[config.mk]
export PLATFORM = sky130hd
export DESIGN_NAME = reg_file
export DESIGN_NICKNAME = d
export VERILOG_FILES = /design/src/design/dp_pkg.sv /design/src/design/reg_file.sv
export VERILOG_INCLUDE_DIRS = /design/src /design/src/include
export SDC_FILE = /design/constraint.sdc
export NUM_CORES = 1
export LEC_CHECK = 0
export BUFFER_PORTS_ARGS = -buffer_cell sky130_fd_sc_hd__buf_2
export CORE_ASPECT_RATIO = 2
export CORE_MARGIN = 2
export CORE_UTILIZATION = 40
export DETAILED_ROUTE_END_ITERATION = 12
export PLACE_DENSITY = 0.61
export SYNTH_ARGS = -nofsm -noshare
export SYNTH_HDL_FRONTEND = slang
export SYNTH_SLANG_ARGS = --single-unit
[constraint.sdc]
create_clock -name clk -period 2.06 [get_ports clk]
set_clock_uncertainty 0.2 [all_clocks]
set_input_delay 0.309 -clock clk [delete_from_list [all_inputs] [get_ports clk]]
set_output_delay 0.309 -clock clk [all_outputs]
set_load 0.005 [all_outputs]
[src/include/dp_macros.svh]
`ifndef DP_MACROS_SVH
`define DP_MACROS_SVH

`define DP_WORD_W   32
`define DP_NUM_REGS 16
`define DP_OP_W     5
`define DP_CONST_W  19 // immediate field in ir.

// alu opcodes.
`define OP_ADD  5'd0
`define OP_SUB  5'd1
`define OP_AND  5'd2
`define OP_OR   5'd3
`define OP_SHR  5'd4
`define OP_SHRA 5'd5
`define OP_SHL  5'd6
`define OP_ROR  5'd7
`define OP_ROL  5'd8
`define OP_MUL  5'd9
`define OP_DIV  5'd10
`define OP_NEG  5'd11
`define OP_NOT  5'd12

`endif

[src/design/dp_pkg.sv]
`include "dp_macros.svh"

package dp_pkg;

	typedef logic [`DP_WORD_W-1:0] word_t;
	typedef logic [2*`DP_WORD_W-1:0] dword_t; // alu result, z register.
	typedef logic [`DP_NUM_REGS-1:0] reg_mask_t;
	typedef logic [`DP_OP_W-1:0] alu_op_t;

	typedef struct packed {
		reg_mask_t reg_in;
		reg_mask_t reg_out;
		logic      pc_in;
		logic      ir_in;
		logic      y_in;
		logic      z_in;
		logic      hi_in;
		logic      lo_in;
		logic      mdr_in;
		logic      read; // mdr from memory.
		logic      pc_out;
		logic      zhi_out;
		logic      zlo_out;
		logic      hi_out;
		logic      lo_out;
		logic      mdr_out;
		logic      inport_out;
		logic      c_out;
		logic      inc_pc;
		alu_op_t   op;
	} dp_ctrl_t;

endpackage

[src/design/reg_file.sv]
`include "dp_macros.svh"

module reg_file (
	input  logic                              clk,
	input  logic                              rst_n,
	input  dp_pkg::reg_mask_t                 reg_in,
	input  dp_pkg::word_t                     bus,
	output dp_pkg::word_t [`DP_NUM_REGS-1:0] gpr
);

	// r0 to r15, each loads the bus on its own strobe.
	always_ff @(posedge clk or negedge rst_n) begin
		if (!rst_n) begin
			gpr <= '0;
		end else begin
			for (int k = 0; k < `DP_NUM_REGS; k++) begin
				if (reg_in[k]) begin
					gpr[k] <= bus;
				end
			end
		end
	end

	// at most one register written per cycle.
	a_reg_in_onehot: assert property (
		@(posedge clk) disable iff (!rst_n)
		$onehot0(reg_in)
	) else $error("reg_file: more than one reg_in strobe set");

endmodule

==> flow_summary.json <==
{
  "vias": 11850,
  "rsz0062_at_grt": "false",
  "crit_family": "flip-flops",
  "die_area_mm2": 0.05253,
  "crit_fanout": 2,
  "powerDensity_mw_per_mm2": 960.4,
  "die_y_um": 322.1,
  "numCtsBuffers": 47,
  "clock_path_buffers": 3,
  "ys_ff_latch": 512,
  "drv_slew": 0,
  "yosysMostFrequentCell": "dfrtp_1",
  "relSlewSlack": 0.5840,
  "syn2layout_area_growth_pct": 24.07,
  "finalCritPeriodShare": 0.8109,
  "synth_seq_area_share": 0.6330,
  "maxCapViolations": 0,
  "wl_per_cell_um": 25.69,
  "synth_common_cells": "512 x dfrtp_1, 322 x mux2_2, 190 x mux2_4, 35 x buf_6, 32 x clkbuf_1",
  "fmax_mhz": 598.6,
  "post-route-min-period_ns": 1.671,
  "yosys-top-cells-area": "dfrtp_1 63%, mux2_2 18%, mux2_4 14%",
  "crit_type": "flop to output port",
  "grt.overflow.total": 0,
  "path_buf_inv": 1,
  "synthCells": 1120,
  "track_usage": 0.2292,
  "antenna_found_initial": 1,
  "start_util": 0.4042,
  "grt_max_degree": 54,
  "dp.final_hpwl_mm": 41.62,
  "synth_edf_count": 0,
  "die_x_um": 163.1,
  "rows": 116,
  "report.final.hold_viol_count": 0,
  "async_flop_share": 1.000,
  "reg_top3": "gpr x512",
  "final_cells": 2360,
  "yosysTopAreaCell": "dfrtp_1",
  "ys_warn_count": 0,
  "tightest_slew_ns": 0.6240,
  "synth.avg_cell_area_um2": 18.07,
  "grt_pass1_wl_mm": 88.24,
  "syn_nets": 1170,
  "drc_errors": 0,
  "end_kind": "output port",
  "critPathSlowestCell": "dfrtp_1",
  "insertion_delay_ns": 0.56,
  "cp.arrival_ns": 1.16,
  "crit_chain": "buf_2",
  "synth_top_area_frac": 0.6330,
  "outcome": "completed",
  "worstPathRequired_ns": 1.55,
  "initialDrtViolationCount": 441,
  "dpl.cell_count": 2274,
  "largest_register_ffs": 512,
  "max-vdd-ir-drop_mv": 0.7522,
  "cts_htree_levels": 2,
  "syn_area_mm2": 0.02024,
  "synthFlopType": "dfrtp_1",
  "fin_nets": 1726,
  "gp_congestion": 0.7911,
  "coreArea_mm2": 0.05007,
  "clk_pin_slew_ns": 0.07,
  "drt_wl_total_mm": 60.62,
  "synth_cell_types": 6,
  "worst_hold_slack_ns": 0.06843,
  "io_buffer_count": 561,
  "largest_register": "gpr",
  "first_pass_iters": 4,
  "tns_ns": 0,
  "cpPeakStageDelay_ns": 0.43,
  "cellLeakagePower_nw": 12.12,
  "fillers": 4319,
  "clockRootBuffer": "clkbuf_16",
  "finalSetupViolCount": 0,
  "grt_pass1_vias": 12800,
  "drive_gt1_frac": 0.6971,
  "clkSinkCount": 512,
  "routed_via_density": 5.022,
  "cp-start-kind": "flop",
  "min_path_type": "input port to flop",
  "ant_nets": 0,
  "cts_tree": "yes",
  "ios": 562
}
## area by class of cell
cell class | instances | area, um^2 | share of cell area
clock buffer | 59 | 1301 | 0.05182
antenna | 1 | 2.502 | 0.00009965
multi-input combinational | 512 | 6479 | 0.2580
clock inverter | 24 | 242.7 | 0.009666
timing repair buffer | 603 | 3463 | 0.1379
sequential | 512 | 12810 | 0.5102
tap | 649 | 812.0 | 0.03234
## path summary, 6_finish.rpt
path	start	to	slack [ns]	cells after the start
setup / recovery	gpr[242]	gpr[242]	0.39	1
hold / removal	bus[20]	gpr[340]	0.07	2
setup reg to reg	gpr[367]	gpr[367]	1.04	1
hold reg to reg	gpr[140]	gpr[140]	0.30	1
max in group asynchronous	rst_n	gpr[325]	0.81	3
min in group asynchronous	rst_n	gpr[478]	0.10	2
## placed cells by master (no fill, tap or decap), drive strengths merged
cell / n
diode: 1
dlygate4sd3: 2
clkinv: 15
bufinv: 4
inv: 2
mux2: 512
dfrtp: 512
clkinvlp: 3
buf: 601
clkbuf: 59
## cells by family (layout without fill, tap and decap cells)
| logic type | Yosys count | after routing | synth area share |
|---|---|---|---|
| mux | 512 | 512 | 0.3201 |
| flops | 512 | 512 | 0.6330 |
| buf+inv | 96 | 686 | 0.04692 |
| other cells | 0 | 1 | 0 |
## where the power goes
| part | internal [mW] | switching, mW | leakage, nW |
|---|---|---|---|
| Clock | 4.99 | 3.86 | 0.767 |
| Combinational | 1.92 | 1.72 | 5.37 |
| Sequential | 11.1 | 0.574 | 5.99 |
| Total | 18.0 | 6.15 | 12.1 |
## per-layer routing
metal	track usage	routed length (um)	up-vias
met5	0	0	-
met4	0.1084	3094	0
met3	0.04906	3851	127
met2	0.3976	30840	508
met1	0.2688	22830	6215
li1	-	-	5002
## metrics by stage
step                      cell area, um^2    util  power (mW)  setup slack (ns)
after floorplan                     20240       -       13.48            0.8680
after global placement              23550  0.4702       15.41            0.6411
after detailed placement            23550  0.4702       15.49            0.6192
after CTS                           25110  0.5015       24.41            0.3449
after global routing                25110  0.5015       25.12            0.3471
final                               25110  0.5015       24.12            0.3895
## what timing repair did
action / in CTS / in global routing
buffers inserted: 0 / 0
endpoints found under the hold margin: 439 / 0
resized for setup: 0 / 0
hold buffers: 2 / 0
No activity file was read; power rests on OpenSTA's default activity.
