[config.mk]
export PLATFORM = sky130hd
export DESIGN_NAME = spec_regs
export DESIGN_NICKNAME = d
export VERILOG_FILES = /design/src/design/dp_pkg.sv /design/src/design/spec_regs.sv
export VERILOG_INCLUDE_DIRS = /design/src /design/src/include
export SDC_FILE = /design/constraint.sdc
export NUM_CORES = 1
export LEC_CHECK = 0
export BUFFER_PORTS_ARGS = -buffer_cell sky130_fd_sc_hd__buf_2
export CORE_AREA = 2 2 170 172
export DETAILED_ROUTE_END_ITERATION = 6
export DIE_AREA = 0 0 172 174
export HOLD_SLACK_MARGIN = 0.02
export SLEW_MARGIN = 20
export SYNTH_ARGS = -nofsm -noshare
export SYNTH_HDL_FRONTEND = slang
export SYNTH_SLANG_ARGS = --single-unit
[constraint.sdc]
create_clock -name clk -period 1.4 [get_ports clk]
set_clock_uncertainty 0.2 [all_clocks]
set_input_delay 0.14 -clock clk [delete_from_list [all_inputs] [get_ports clk]]
set_output_delay 0.14 -clock clk [all_outputs]
set_load 0.01 [all_outputs]
[src/include/dp_macros.svh]
`ifndef DP_MACROS_SVH
`define DP_MACROS_SVH

`define DP_WORD_W   32
`define DP_NUM_REGS 16
`define DP_OP_W     5
`define DP_CONST_W  19 // immediate field in ir.

// alu opcodes.
`define OP_ADD  5'd0
`define OP_SUB  5'd1
`define OP_AND  5'd2
`define OP_OR   5'd3
`define OP_SHR  5'd4
`define OP_SHRA 5'd5
`define OP_SHL  5'd6
`define OP_ROR  5'd7
`define OP_ROL  5'd8
`define OP_MUL  5'd9
`define OP_DIV  5'd10
`define OP_NEG  5'd11
`define OP_NOT  5'd12

`endif

[src/design/dp_pkg.sv]
`include "dp_macros.svh"

package dp_pkg;

	typedef logic [`DP_WORD_W-1:0] word_t;
	typedef logic [2*`DP_WORD_W-1:0] dword_t; // alu result, z register.
	typedef logic [`DP_NUM_REGS-1:0] reg_mask_t;
	typedef logic [`DP_OP_W-1:0] alu_op_t;

	typedef struct packed {
		reg_mask_t reg_in;
		reg_mask_t reg_out;
		logic      pc_in;
		logic      ir_in;
		logic      y_in;
		logic      z_in;
		logic      hi_in;
		logic      lo_in;
		logic      mdr_in;
		logic      read; // mdr from memory.
		logic      pc_out;
		logic      zhi_out;
		logic      zlo_out;
		logic      hi_out;
		logic      lo_out;
		logic      mdr_out;
		logic      inport_out;
		logic      c_out;
		logic      inc_pc;
		alu_op_t   op;
	} dp_ctrl_t;

endpackage

[src/design/spec_regs.sv]
`include "dp_macros.svh"

module spec_regs (
	input  logic             clk,
	input  logic             rst_n,
	input  dp_pkg::dp_ctrl_t ctrl,
	input  dp_pkg::word_t    bus,
	input  dp_pkg::word_t    md_in,
	input  dp_pkg::dword_t   alu_res,
	output dp_pkg::word_t    pc,
	output dp_pkg::word_t    y,
	output dp_pkg::word_t    zhi,
	output dp_pkg::word_t    zlo,
	output dp_pkg::word_t    hi,
	output dp_pkg::word_t    lo,
	output dp_pkg::word_t    mdr,
	output dp_pkg::word_t    c_const
);
	import dp_pkg::*;

	word_t ir;

	always_ff @(posedge clk or negedge rst_n) begin
		if (!rst_n) begin
			pc  <= '0;
			ir  <= '0;
			y   <= '0;
			zhi <= '0;
			zlo <= '0;
			hi  <= '0;
			lo  <= '0;
			mdr <= '0;
		end else begin
			if (ctrl.pc_in) pc <= bus;
			if (ctrl.ir_in) ir <= bus;
			if (ctrl.y_in) y <= bus; // alu operand a.
			if (ctrl.hi_in) hi <= bus;
			if (ctrl.lo_in) lo <= bus;
			if (ctrl.z_in) begin
				zhi <= alu_res[2*`DP_WORD_W-1:`DP_WORD_W];
				zlo <= alu_res[`DP_WORD_W-1:0];
			end
			if (ctrl.mdr_in) begin
				mdr <= ctrl.read ? md_in : bus;
			end
		end
	end

	// sign-extended constant field.
	assign c_const = {{(`DP_WORD_W-`DP_CONST_W){ir[`DP_CONST_W-1]}}, ir[`DP_CONST_W-1:0]};

	// a memory read needs the mdr load strobe.
	a_read_with_mdr_in: assert property (
		@(posedge clk) disable iff (!rst_n)
		ctrl.read |-> ctrl.mdr_in
	) else $error("spec_regs: read without mdr_in");

endmodule

==> run summary <==
Yosys reg bits - 243
Core Area - 28200 um^2
Site Rows - 62
Synth area leaders - dfrtp_1 62%, mux2_2 15%, mux2_4 12%
Main synth FF type - dfrtp_1
Post-Syn Nets - 783
First-pass GRT wire length - 43200 um
Number of library cell types mapped by synthesis - 13
Dominant cell by count in the synthesized netlist - dfrtp_1
Critical path fanouts, max - 8
PnR worst setup slack - -0.158 ns
Tmin final - 1.56 ns
Metal2 WL - 15500 um
CTS sink count - 243
CP Class - flop to primary output
TritonCTS Buffers - 27
Yosys warnings - 0
Post-synth EDFFs - 0
Pleak - 7.91 nW
PD cells - 1200 nW/um^2
Type of the worst min-delay path - primary input to flop
Port Buf Inserts - 393
Antenna Violating Nets Remaining - 0
Worst IR Drop VDD - 0.000837 V
Drt via density - 4.56
GRT Resource Usage Total - 18.4%
CP arrival - 1.22 ns
Pin count of the biggest net entering global routing - 68
CTS tree - built
Final Max Slew Viols - 0
Synth top cells by count - 243 x dfrtp_1, 130 x mux2_2, 81 x mux2_4
Die extent in y - 174 um
Max clock buf depth - 3
Top sig layer - met4
CP endpoint kind - primary output
DR pass1 iterations - 4
Via count - 7486
Area grow syn2layout - 63.7%
Mapped Avg Cell Area - 16.5 um^2
Tcrit/Tclk final - 111%
Clk_lat worst skew - 0.52 ns
Final Net Count - 1423
Average wire per standard cell - 18.6 um
Crit path launch type - flop
Failing checks - hold timing, setup timing
Ports - 440
Status - finished with violations
Wl on met1 - 11700 um
Yosys top cell by area - dfrtp_1
Actual slew at the worst max-slew pin - 0.702 ns
Worst EP required - 1.06 ns
Global route total overflow - 0
Die X - 172 um
Worst Hold Slack - -0.000166 ns
Starting Density - 35.0%
Initial antenna violation count - 0
Slew HR - 53.2%
DRC - 0
RePlAce Congestion - 0.727
Netlist Area Pre-Place - 9880 um^2
FMAX - 0.642 GHz
Hold Vio Cnt, Final - 1
Seq/Total Area, Yosys - 61.5%
Syn Inst Count - 599
Iter 0 DRT Violations - 248
H-tree Lvls - 1
Share of cells above drive strength 1 - 59.8%
Metal3 WL - 2560 um
ANT cells - 0
Clock Pin Slew Worst Setup and Hold Paths - 0.06 ns
Max cap viols - 0
Final WL - 30500 um
Fin util - 57.3%
Number of global-route vias before repair - 7824
RSZ-0062 raised after global routing - true
Post-synthesis async set-or-reset flop share - 100%
Clock root cell - clkbuf_16
Setup tns final - -7.68 ns
DP Wirelength - 17700 um
Endpoints failing setup - 128
Die area - 29900 um^2
Post-synth top area share - 61.5%
[sequential cells by signal, indices dropped and copies added, names as in the netlist]
| signal | flops |
|---|---|
| ir | 19 |
| pc | 32 |
| zhi | 32 |
| hi | 32 |
| mdr | 32 |
| zlo | 32 |
| y | 32 |
| lo | 32 |
[through the flow]
step           hold slack [ns]  total power [mW]  setup slack [ns]  instance area, um^2  std cells
5_1_grt               -0.00552              20.1            -0.203                16200       1642
2_1_floorplan           -0.356              9.79             0.268                 9880        599
3_5_place_dp            -0.217              11.2             0.169                12200       1354
6_report             -0.000166              19.3            -0.158                16200       1642
3_3_place_gp            -0.216              11.2             0.177                12200       1354
4_1_cts                 0.0252              19.1            -0.161                15600       1616
[area by class of cell]
cell class                 instances  area, um^2
clock buffer                      42         802
fill                            2198       12100
tap                              384         480
clock inverter                     6        58.8
timing repair buffer             660        5470
sequential                       243        6080
multi-input combinational        307        3280
[power breakdown]
group / internal [mW] / switching (mW) / total [mW]
Combinational: 2.55 / 1.71 / 4.26
Clock: 4.10 / 2.78 / 6.88
Sequential: 7.74 / 0.460 / 8.20
[worst max-delay path, stage by stage (launching register included)]
cell,delay (ns)
dfrtp_2,0.41
buf_6,0.14
buf_2,0.14
[metal layers]
layer | vias up | GRT usage [%]
met2 | 319 | 33.3
met1 | 3755 | 21.4
li1 | 3361 | -
met4 | 0 | 4.83
met3 | 51 | 4.96
met5 | - | 0
[timing repair]
item,in CTS,in global routing
buffers inserted,46,44
hold buffers,168,11
setup endpoints to repair,216,435
gates resized for setup,90,71
hold endpoints to repair,486,59
[final timing paths]
| kind | startpoint | to | slack [ns] | cells past startpoint |
|---|---|---|---|---|
| max | ir[18] | c_const[26] | -0.16 | 2 |
| min | ctrl[14] | mdr[3] | -0.0002 | 4 |
| max reg2reg | zlo[9] | zlo[9] | 0.16 | 3 |
| min reg2reg | ir[3] | ir[3] | 0.30 | 1 |
| max in group asynchronous | rst_n | y[1] | -0.07 | 5 |
| min in group asynchronous | rst_n | y[18] | 0.04 | 3 |
[cells by family after synthesis]
kind of cell | count (synthesis) | synth area share, %
AOI/OAI and AO/OA | 32 | 1.62
buffers and inverters | 49 | 5.27
DFF | 243 | 61.5
muxes | 243 | 30.4
and+or+nand+nor | 32 | 1.22
[cells in the final DEF (no fill, tap or decap)]
master and count:
a21oi_1 32, buf_12 16, buf_2 248, buf_4 101
buf_6 134, buf_8 1, bufinv_16 1, clkbuf_1 8
clkbuf_16 27, clkbuf_8 7, clkinv_2 4, dfrtp_1 242
dfrtp_2 1, dlygate4sd3_1 149, dlymetal6s4s_1 11, inv_6 1
mux2_2 130, mux2_4 81, mux2i_1 32, nor2_1 32
Note: power is estimated with default switching activity, not from simulation.
