$ cat src/include/dp_macros.svh
`ifndef DP_MACROS_SVH
`define DP_MACROS_SVH

`define DP_WORD_W   32
`define DP_NUM_REGS 16
`define DP_OP_W     5
`define DP_CONST_W  19 // immediate field in ir.

// alu opcodes.
`define OP_ADD  5'd0
`define OP_SUB  5'd1
`define OP_AND  5'd2
`define OP_OR   5'd3
`define OP_SHR  5'd4
`define OP_SHRA 5'd5
`define OP_SHL  5'd6
`define OP_ROR  5'd7
`define OP_ROL  5'd8
`define OP_MUL  5'd9
`define OP_DIV  5'd10
`define OP_NEG  5'd11
`define OP_NOT  5'd12

`endif

$ cat src/design/dp_pkg.sv
`include "dp_macros.svh"

package dp_pkg;

	typedef logic [`DP_WORD_W-1:0] word_t;
	typedef logic [2*`DP_WORD_W-1:0] dword_t; // alu result, z register.
	typedef logic [`DP_NUM_REGS-1:0] reg_mask_t;
	typedef logic [`DP_OP_W-1:0] alu_op_t;

	typedef struct packed {
		reg_mask_t reg_in;
		reg_mask_t reg_out;
		logic      pc_in;
		logic      ir_in;
		logic      y_in;
		logic      z_in;
		logic      hi_in;
		logic      lo_in;
		logic      mdr_in;
		logic      read; // mdr from memory.
		logic      pc_out;
		logic      zhi_out;
		logic      zlo_out;
		logic      hi_out;
		logic      lo_out;
		logic      mdr_out;
		logic      inport_out;
		logic      c_out;
		logic      inc_pc;
		alu_op_t   op;
	} dp_ctrl_t;

endpackage

$ cat src/design/bus_select.sv
`include "dp_macros.svh"

module bus_select (
	input  dp_pkg::dp_ctrl_t                  ctrl,
	input  dp_pkg::word_t [`DP_NUM_REGS-1:0] gpr,
	input  dp_pkg::word_t                     hi,
	input  dp_pkg::word_t                     lo,
	input  dp_pkg::word_t                     zhi,
	input  dp_pkg::word_t                     zlo,
	input  dp_pkg::word_t                     pc,
	input  dp_pkg::word_t                     mdr,
	input  dp_pkg::word_t                     in_port,
	input  dp_pkg::word_t                     c_const,
	output dp_pkg::word_t                     bus
);

	localparam int NUM_SRC = `DP_NUM_REGS + 8;
	localparam int SRC_W = $clog2(NUM_SRC);
	localparam int IDX_W = $clog2(`DP_NUM_REGS);

	localparam logic [SRC_W-1:0] SRC_HI  = SRC_W'(`DP_NUM_REGS);
	localparam logic [SRC_W-1:0] SRC_LO  = SRC_W'(`DP_NUM_REGS + 1);
	localparam logic [SRC_W-1:0] SRC_ZHI = SRC_W'(`DP_NUM_REGS + 2);
	localparam logic [SRC_W-1:0] SRC_ZLO = SRC_W'(`DP_NUM_REGS + 3);
	localparam logic [SRC_W-1:0] SRC_PC  = SRC_W'(`DP_NUM_REGS + 4);
	localparam logic [SRC_W-1:0] SRC_MDR = SRC_W'(`DP_NUM_REGS + 5);
	localparam logic [SRC_W-1:0] SRC_INP = SRC_W'(`DP_NUM_REGS + 6);
	localparam logic [SRC_W-1:0] SRC_C   = SRC_W'(`DP_NUM_REGS + 7);

	logic [NUM_SRC-1:0] strobes;
	logic [SRC_W-1:0]   src;
	logic               src_vld;

	// bit order is the priority order.
	assign strobes = {ctrl.c_out, ctrl.inport_out, ctrl.mdr_out, ctrl.pc_out,
		ctrl.zlo_out, ctrl.zhi_out, ctrl.lo_out, ctrl.hi_out, ctrl.reg_out};

	always_comb begin
		src = '0;
		src_vld = 1'b0;
		for (int i = NUM_SRC - 1; i >= 0; i--) begin
			if (strobes[i]) begin
				src = SRC_W'(i); // lowest set bit wins.
				src_vld = 1'b1;
			end
		end
	end

	always_comb begin
		bus = '0;
		if (src_vld) begin
			case (src)
				SRC_HI:  bus = hi;
				SRC_LO:  bus = lo;
				SRC_ZHI: bus = zhi;
				SRC_ZLO: bus = zlo;
				SRC_PC:  bus = pc;
				SRC_MDR: bus = mdr;
				SRC_INP: bus = in_port;
				SRC_C:   bus = c_const;
				default: bus = gpr[src[IDX_W-1:0]];
			endcase
		end
	end

	always_comb begin
		assert ($onehot0(strobes)) else $error("bus_select: more than one out strobe");
	end

endmodule

$ cat config.mk
export PLATFORM = sky130hd
export DESIGN_NAME = bus_select
export DESIGN_NICKNAME = d
export VERILOG_FILES = /design/src/design/dp_pkg.sv /design/src/design/bus_select.sv
export VERILOG_INCLUDE_DIRS = /design/src /design/src/include
export SDC_FILE = /design/constraint.sdc
export NUM_CORES = 1
export LEC_CHECK = 0
export BUFFER_PORTS_ARGS = -buffer_cell sky130_fd_sc_hd__buf_2
export CORE_AREA = 2 2 334 336
export DETAILED_ROUTE_END_ITERATION = 10
export DIE_AREA = 0 0 336 338
export PLACE_DENSITY = 0.36
export SYNTH_ARGS = -nofsm -noshare
export SYNTH_HDL_FRONTEND = slang
export SYNTH_SLANG_ARGS = --single-unit
$ cat constraint.sdc
create_clock -name vclk -period 10.3
set_input_delay 2.06 -clock vclk [all_inputs]
set_output_delay 2.06 -clock vclk [all_outputs]
set_load 0.05 [all_outputs]
==> metrics.cfg <==
[layout]
seq_area_um2 = 0
final_util_pct = 11.8
fin_area_um2 = 12900
n_sequential_cell = 0
clkbuf_count = 0
multi_input_area_um2 = 6490
drive_above_1_share_pct = 52.0
num-fill-cells = 13100
finalNetCount = 2689
finish.cell_count_without_fillers = 3369
areaGrowthSynthToFinish_pct = 88.9

[place]
port_buffers = 824
placed_cell_area_um2 = 12900
place_hpwl_um = 82400
place_congestion = 0.834
placed_cells = 3353

[detailed_routing]
dr.pass1.iters = 5
dr_wl_met2_um = 47100
dr.max_layer_used = met5
wirelength_um = 94700
drcViolationCount = 0
wl_met3_um = 6460
drt-met1-wl_um = 39300
post_drt_wl_per_cell_um = 28.1
avgViaCountPerCell = 3.84
vias = 12900
ant_nets = 0
drt_first_iter_violations = 720

[logic_synthesis]
yosysTopAreaCellShare_pct = 14.9
yosysWarnings = 0
synth_nets = 1942
synth_area_leaders = nand2_1 (15%), or3_1 (12%), o221ai_1 (8.4%)
ys_seq_area_share_pct = 0
synthCells = 1120
syn-cell-area_um2 = 6860
synth_cell_types = 48
synth_area_leader_cell = nand2_1
synth_area_per_cell_um2 = 6.12

[global_route]
grt_antenna_before_repair = 89
grt-ovfl-total = 0
grt_max_degree = 118
grt_pass1_vias = 12700
grt_pass1_wl_um = 119000
track_usage_pct = 15.6

[setup_path]
crit_buf_inv = 4
critPathRequiredTime_ns = 8.24
critical-path-max-stage-delay_ns = 1.03
path_cells = buf_2 > nor4_1 > o221ai_1 > a31oi_1 > or2_4 > buf_4 > nor3_1 > a2111oi_1 > nor4_1 > buf_4 > o21a_1 > buf_2
cp.arrival_ns = 6.69
crit_family = compound AO/OA/AOI/OAI gates
cp-end-kind = output port
path_class = in -> out
crit_slowest_cell = a2111oi_1
critPathLaunchType = input port
crit_fanout = 60

[timing]
final_hold_viol_count = 0
tightest_slew_ns = 1.20
rsz0062_at_grt = no
setup_tns_ns = 0
max_slew_margin_pct = 19.7
drv_slew = 0
clock.fmax_mhz = 114
final-setup-viol-count = 0
fin_crit_sh_pct = 84.9
fin_crit_ns = 8.75

[floorplanning]
ios = 854
die_h_um = 338
rows = 122
start_util_pct = 6.23
core-area_um2 = 110000
die_area_um2 = 114000
die_width_um = 336

[hold_path]
hp-start = gpr[286]
hold_path_depth = 5
worstHoldEndpoint = bus[30]
hp-class = in -> out

[clocking]
post_cts_buffers = 0
cts_resized = 0
ctsHoldBuffers = 0

[job]
cap_violations = 0

[run_status]
outcome = complete, no violations

-- logic make-up after synthesis --
| family | count (synthesis) | share of synthesized area [%] |
|---|---|---|
| buffers and inverters | 139 | 8.47 |
| multiplexers | 50 | 7.30 |
| AND/OR/NAND/NOR | 531 | 36.2 |
| AO/OA/AOI/OAI | 400 | 48.0 |
-- stage by stage --
step	setup slack (ns)	hold slack (ns)
5_1_grt	1.33	4.69
3_5_place_dp	1.37	4.68
4_1_cts	1.37	4.68
3_3_place_gp	1.39	4.69
2_1_floorplan	3.30	4.54
6_report	1.55	4.67
-- synthesized netlist by cell type (6+ instances only) --
cell / number
o21a_1: 18
o221ai_2: 30
clkbuf_1: 104
o21ai_0: 33
a21oi_1: 7
or3_1: 131
o221ai_1: 66
nand2_1: 273
nor4_1: 22
mux2i_1: 50
o22a_1: 15
a221oi_1: 18
o31ai_1: 19
buf_1: 6
inv_1: 9
nor3_1: 40
a2111oi_0: 16
o211a_1: 15
o221a_2: 30
a31oi_1: 49
nor2_1: 47
o22ai_1: 62
buf_2: 14
-- worst max path at each step --
stage               startpoint      end  slack (ns)  cells past startpoint
global placement      ctrl[29]  bus[27]        1.39                     11
CTS                   ctrl[29]  bus[27]        1.37                     11
global route          ctrl[29]  bus[27]        1.33                     11
finish                ctrl[29]  bus[17]        1.55                     12
floorplan             ctrl[35]  bus[30]        3.30                     11
detailed placement    ctrl[29]  bus[27]        1.37                     11
-- placed cells by master (no fill, tap or decap), types with 30 or more instances in the layout --
cell and count:
buf_4 50, nor3_1 38, or3_1 127, nor2_1 45
o221a_2 30, o221ai_1 65, nand2_1 269, a31oi_1 48
mux2i_1 50, o221ai_2 30, o21ai_0 33, o22ai_1 62
buf_2 824
-- layer usage --
layer / GRT usage [%] / up-vias
met5: 0 / -
met4: 1.73 / 44
met3: 3.27 / 136
met2: 28.3 / 676
met1: 19.2 / 6121
li1: - / 5948
-- cell type report --
class	count	share of cell area (%)
Tap cell	1488	14.4
Multi-Input combinational cell	981	50.1
Inverter	9	0.261
Antenna cell	16	0.309
Timing Repair Buffer	875	34.9
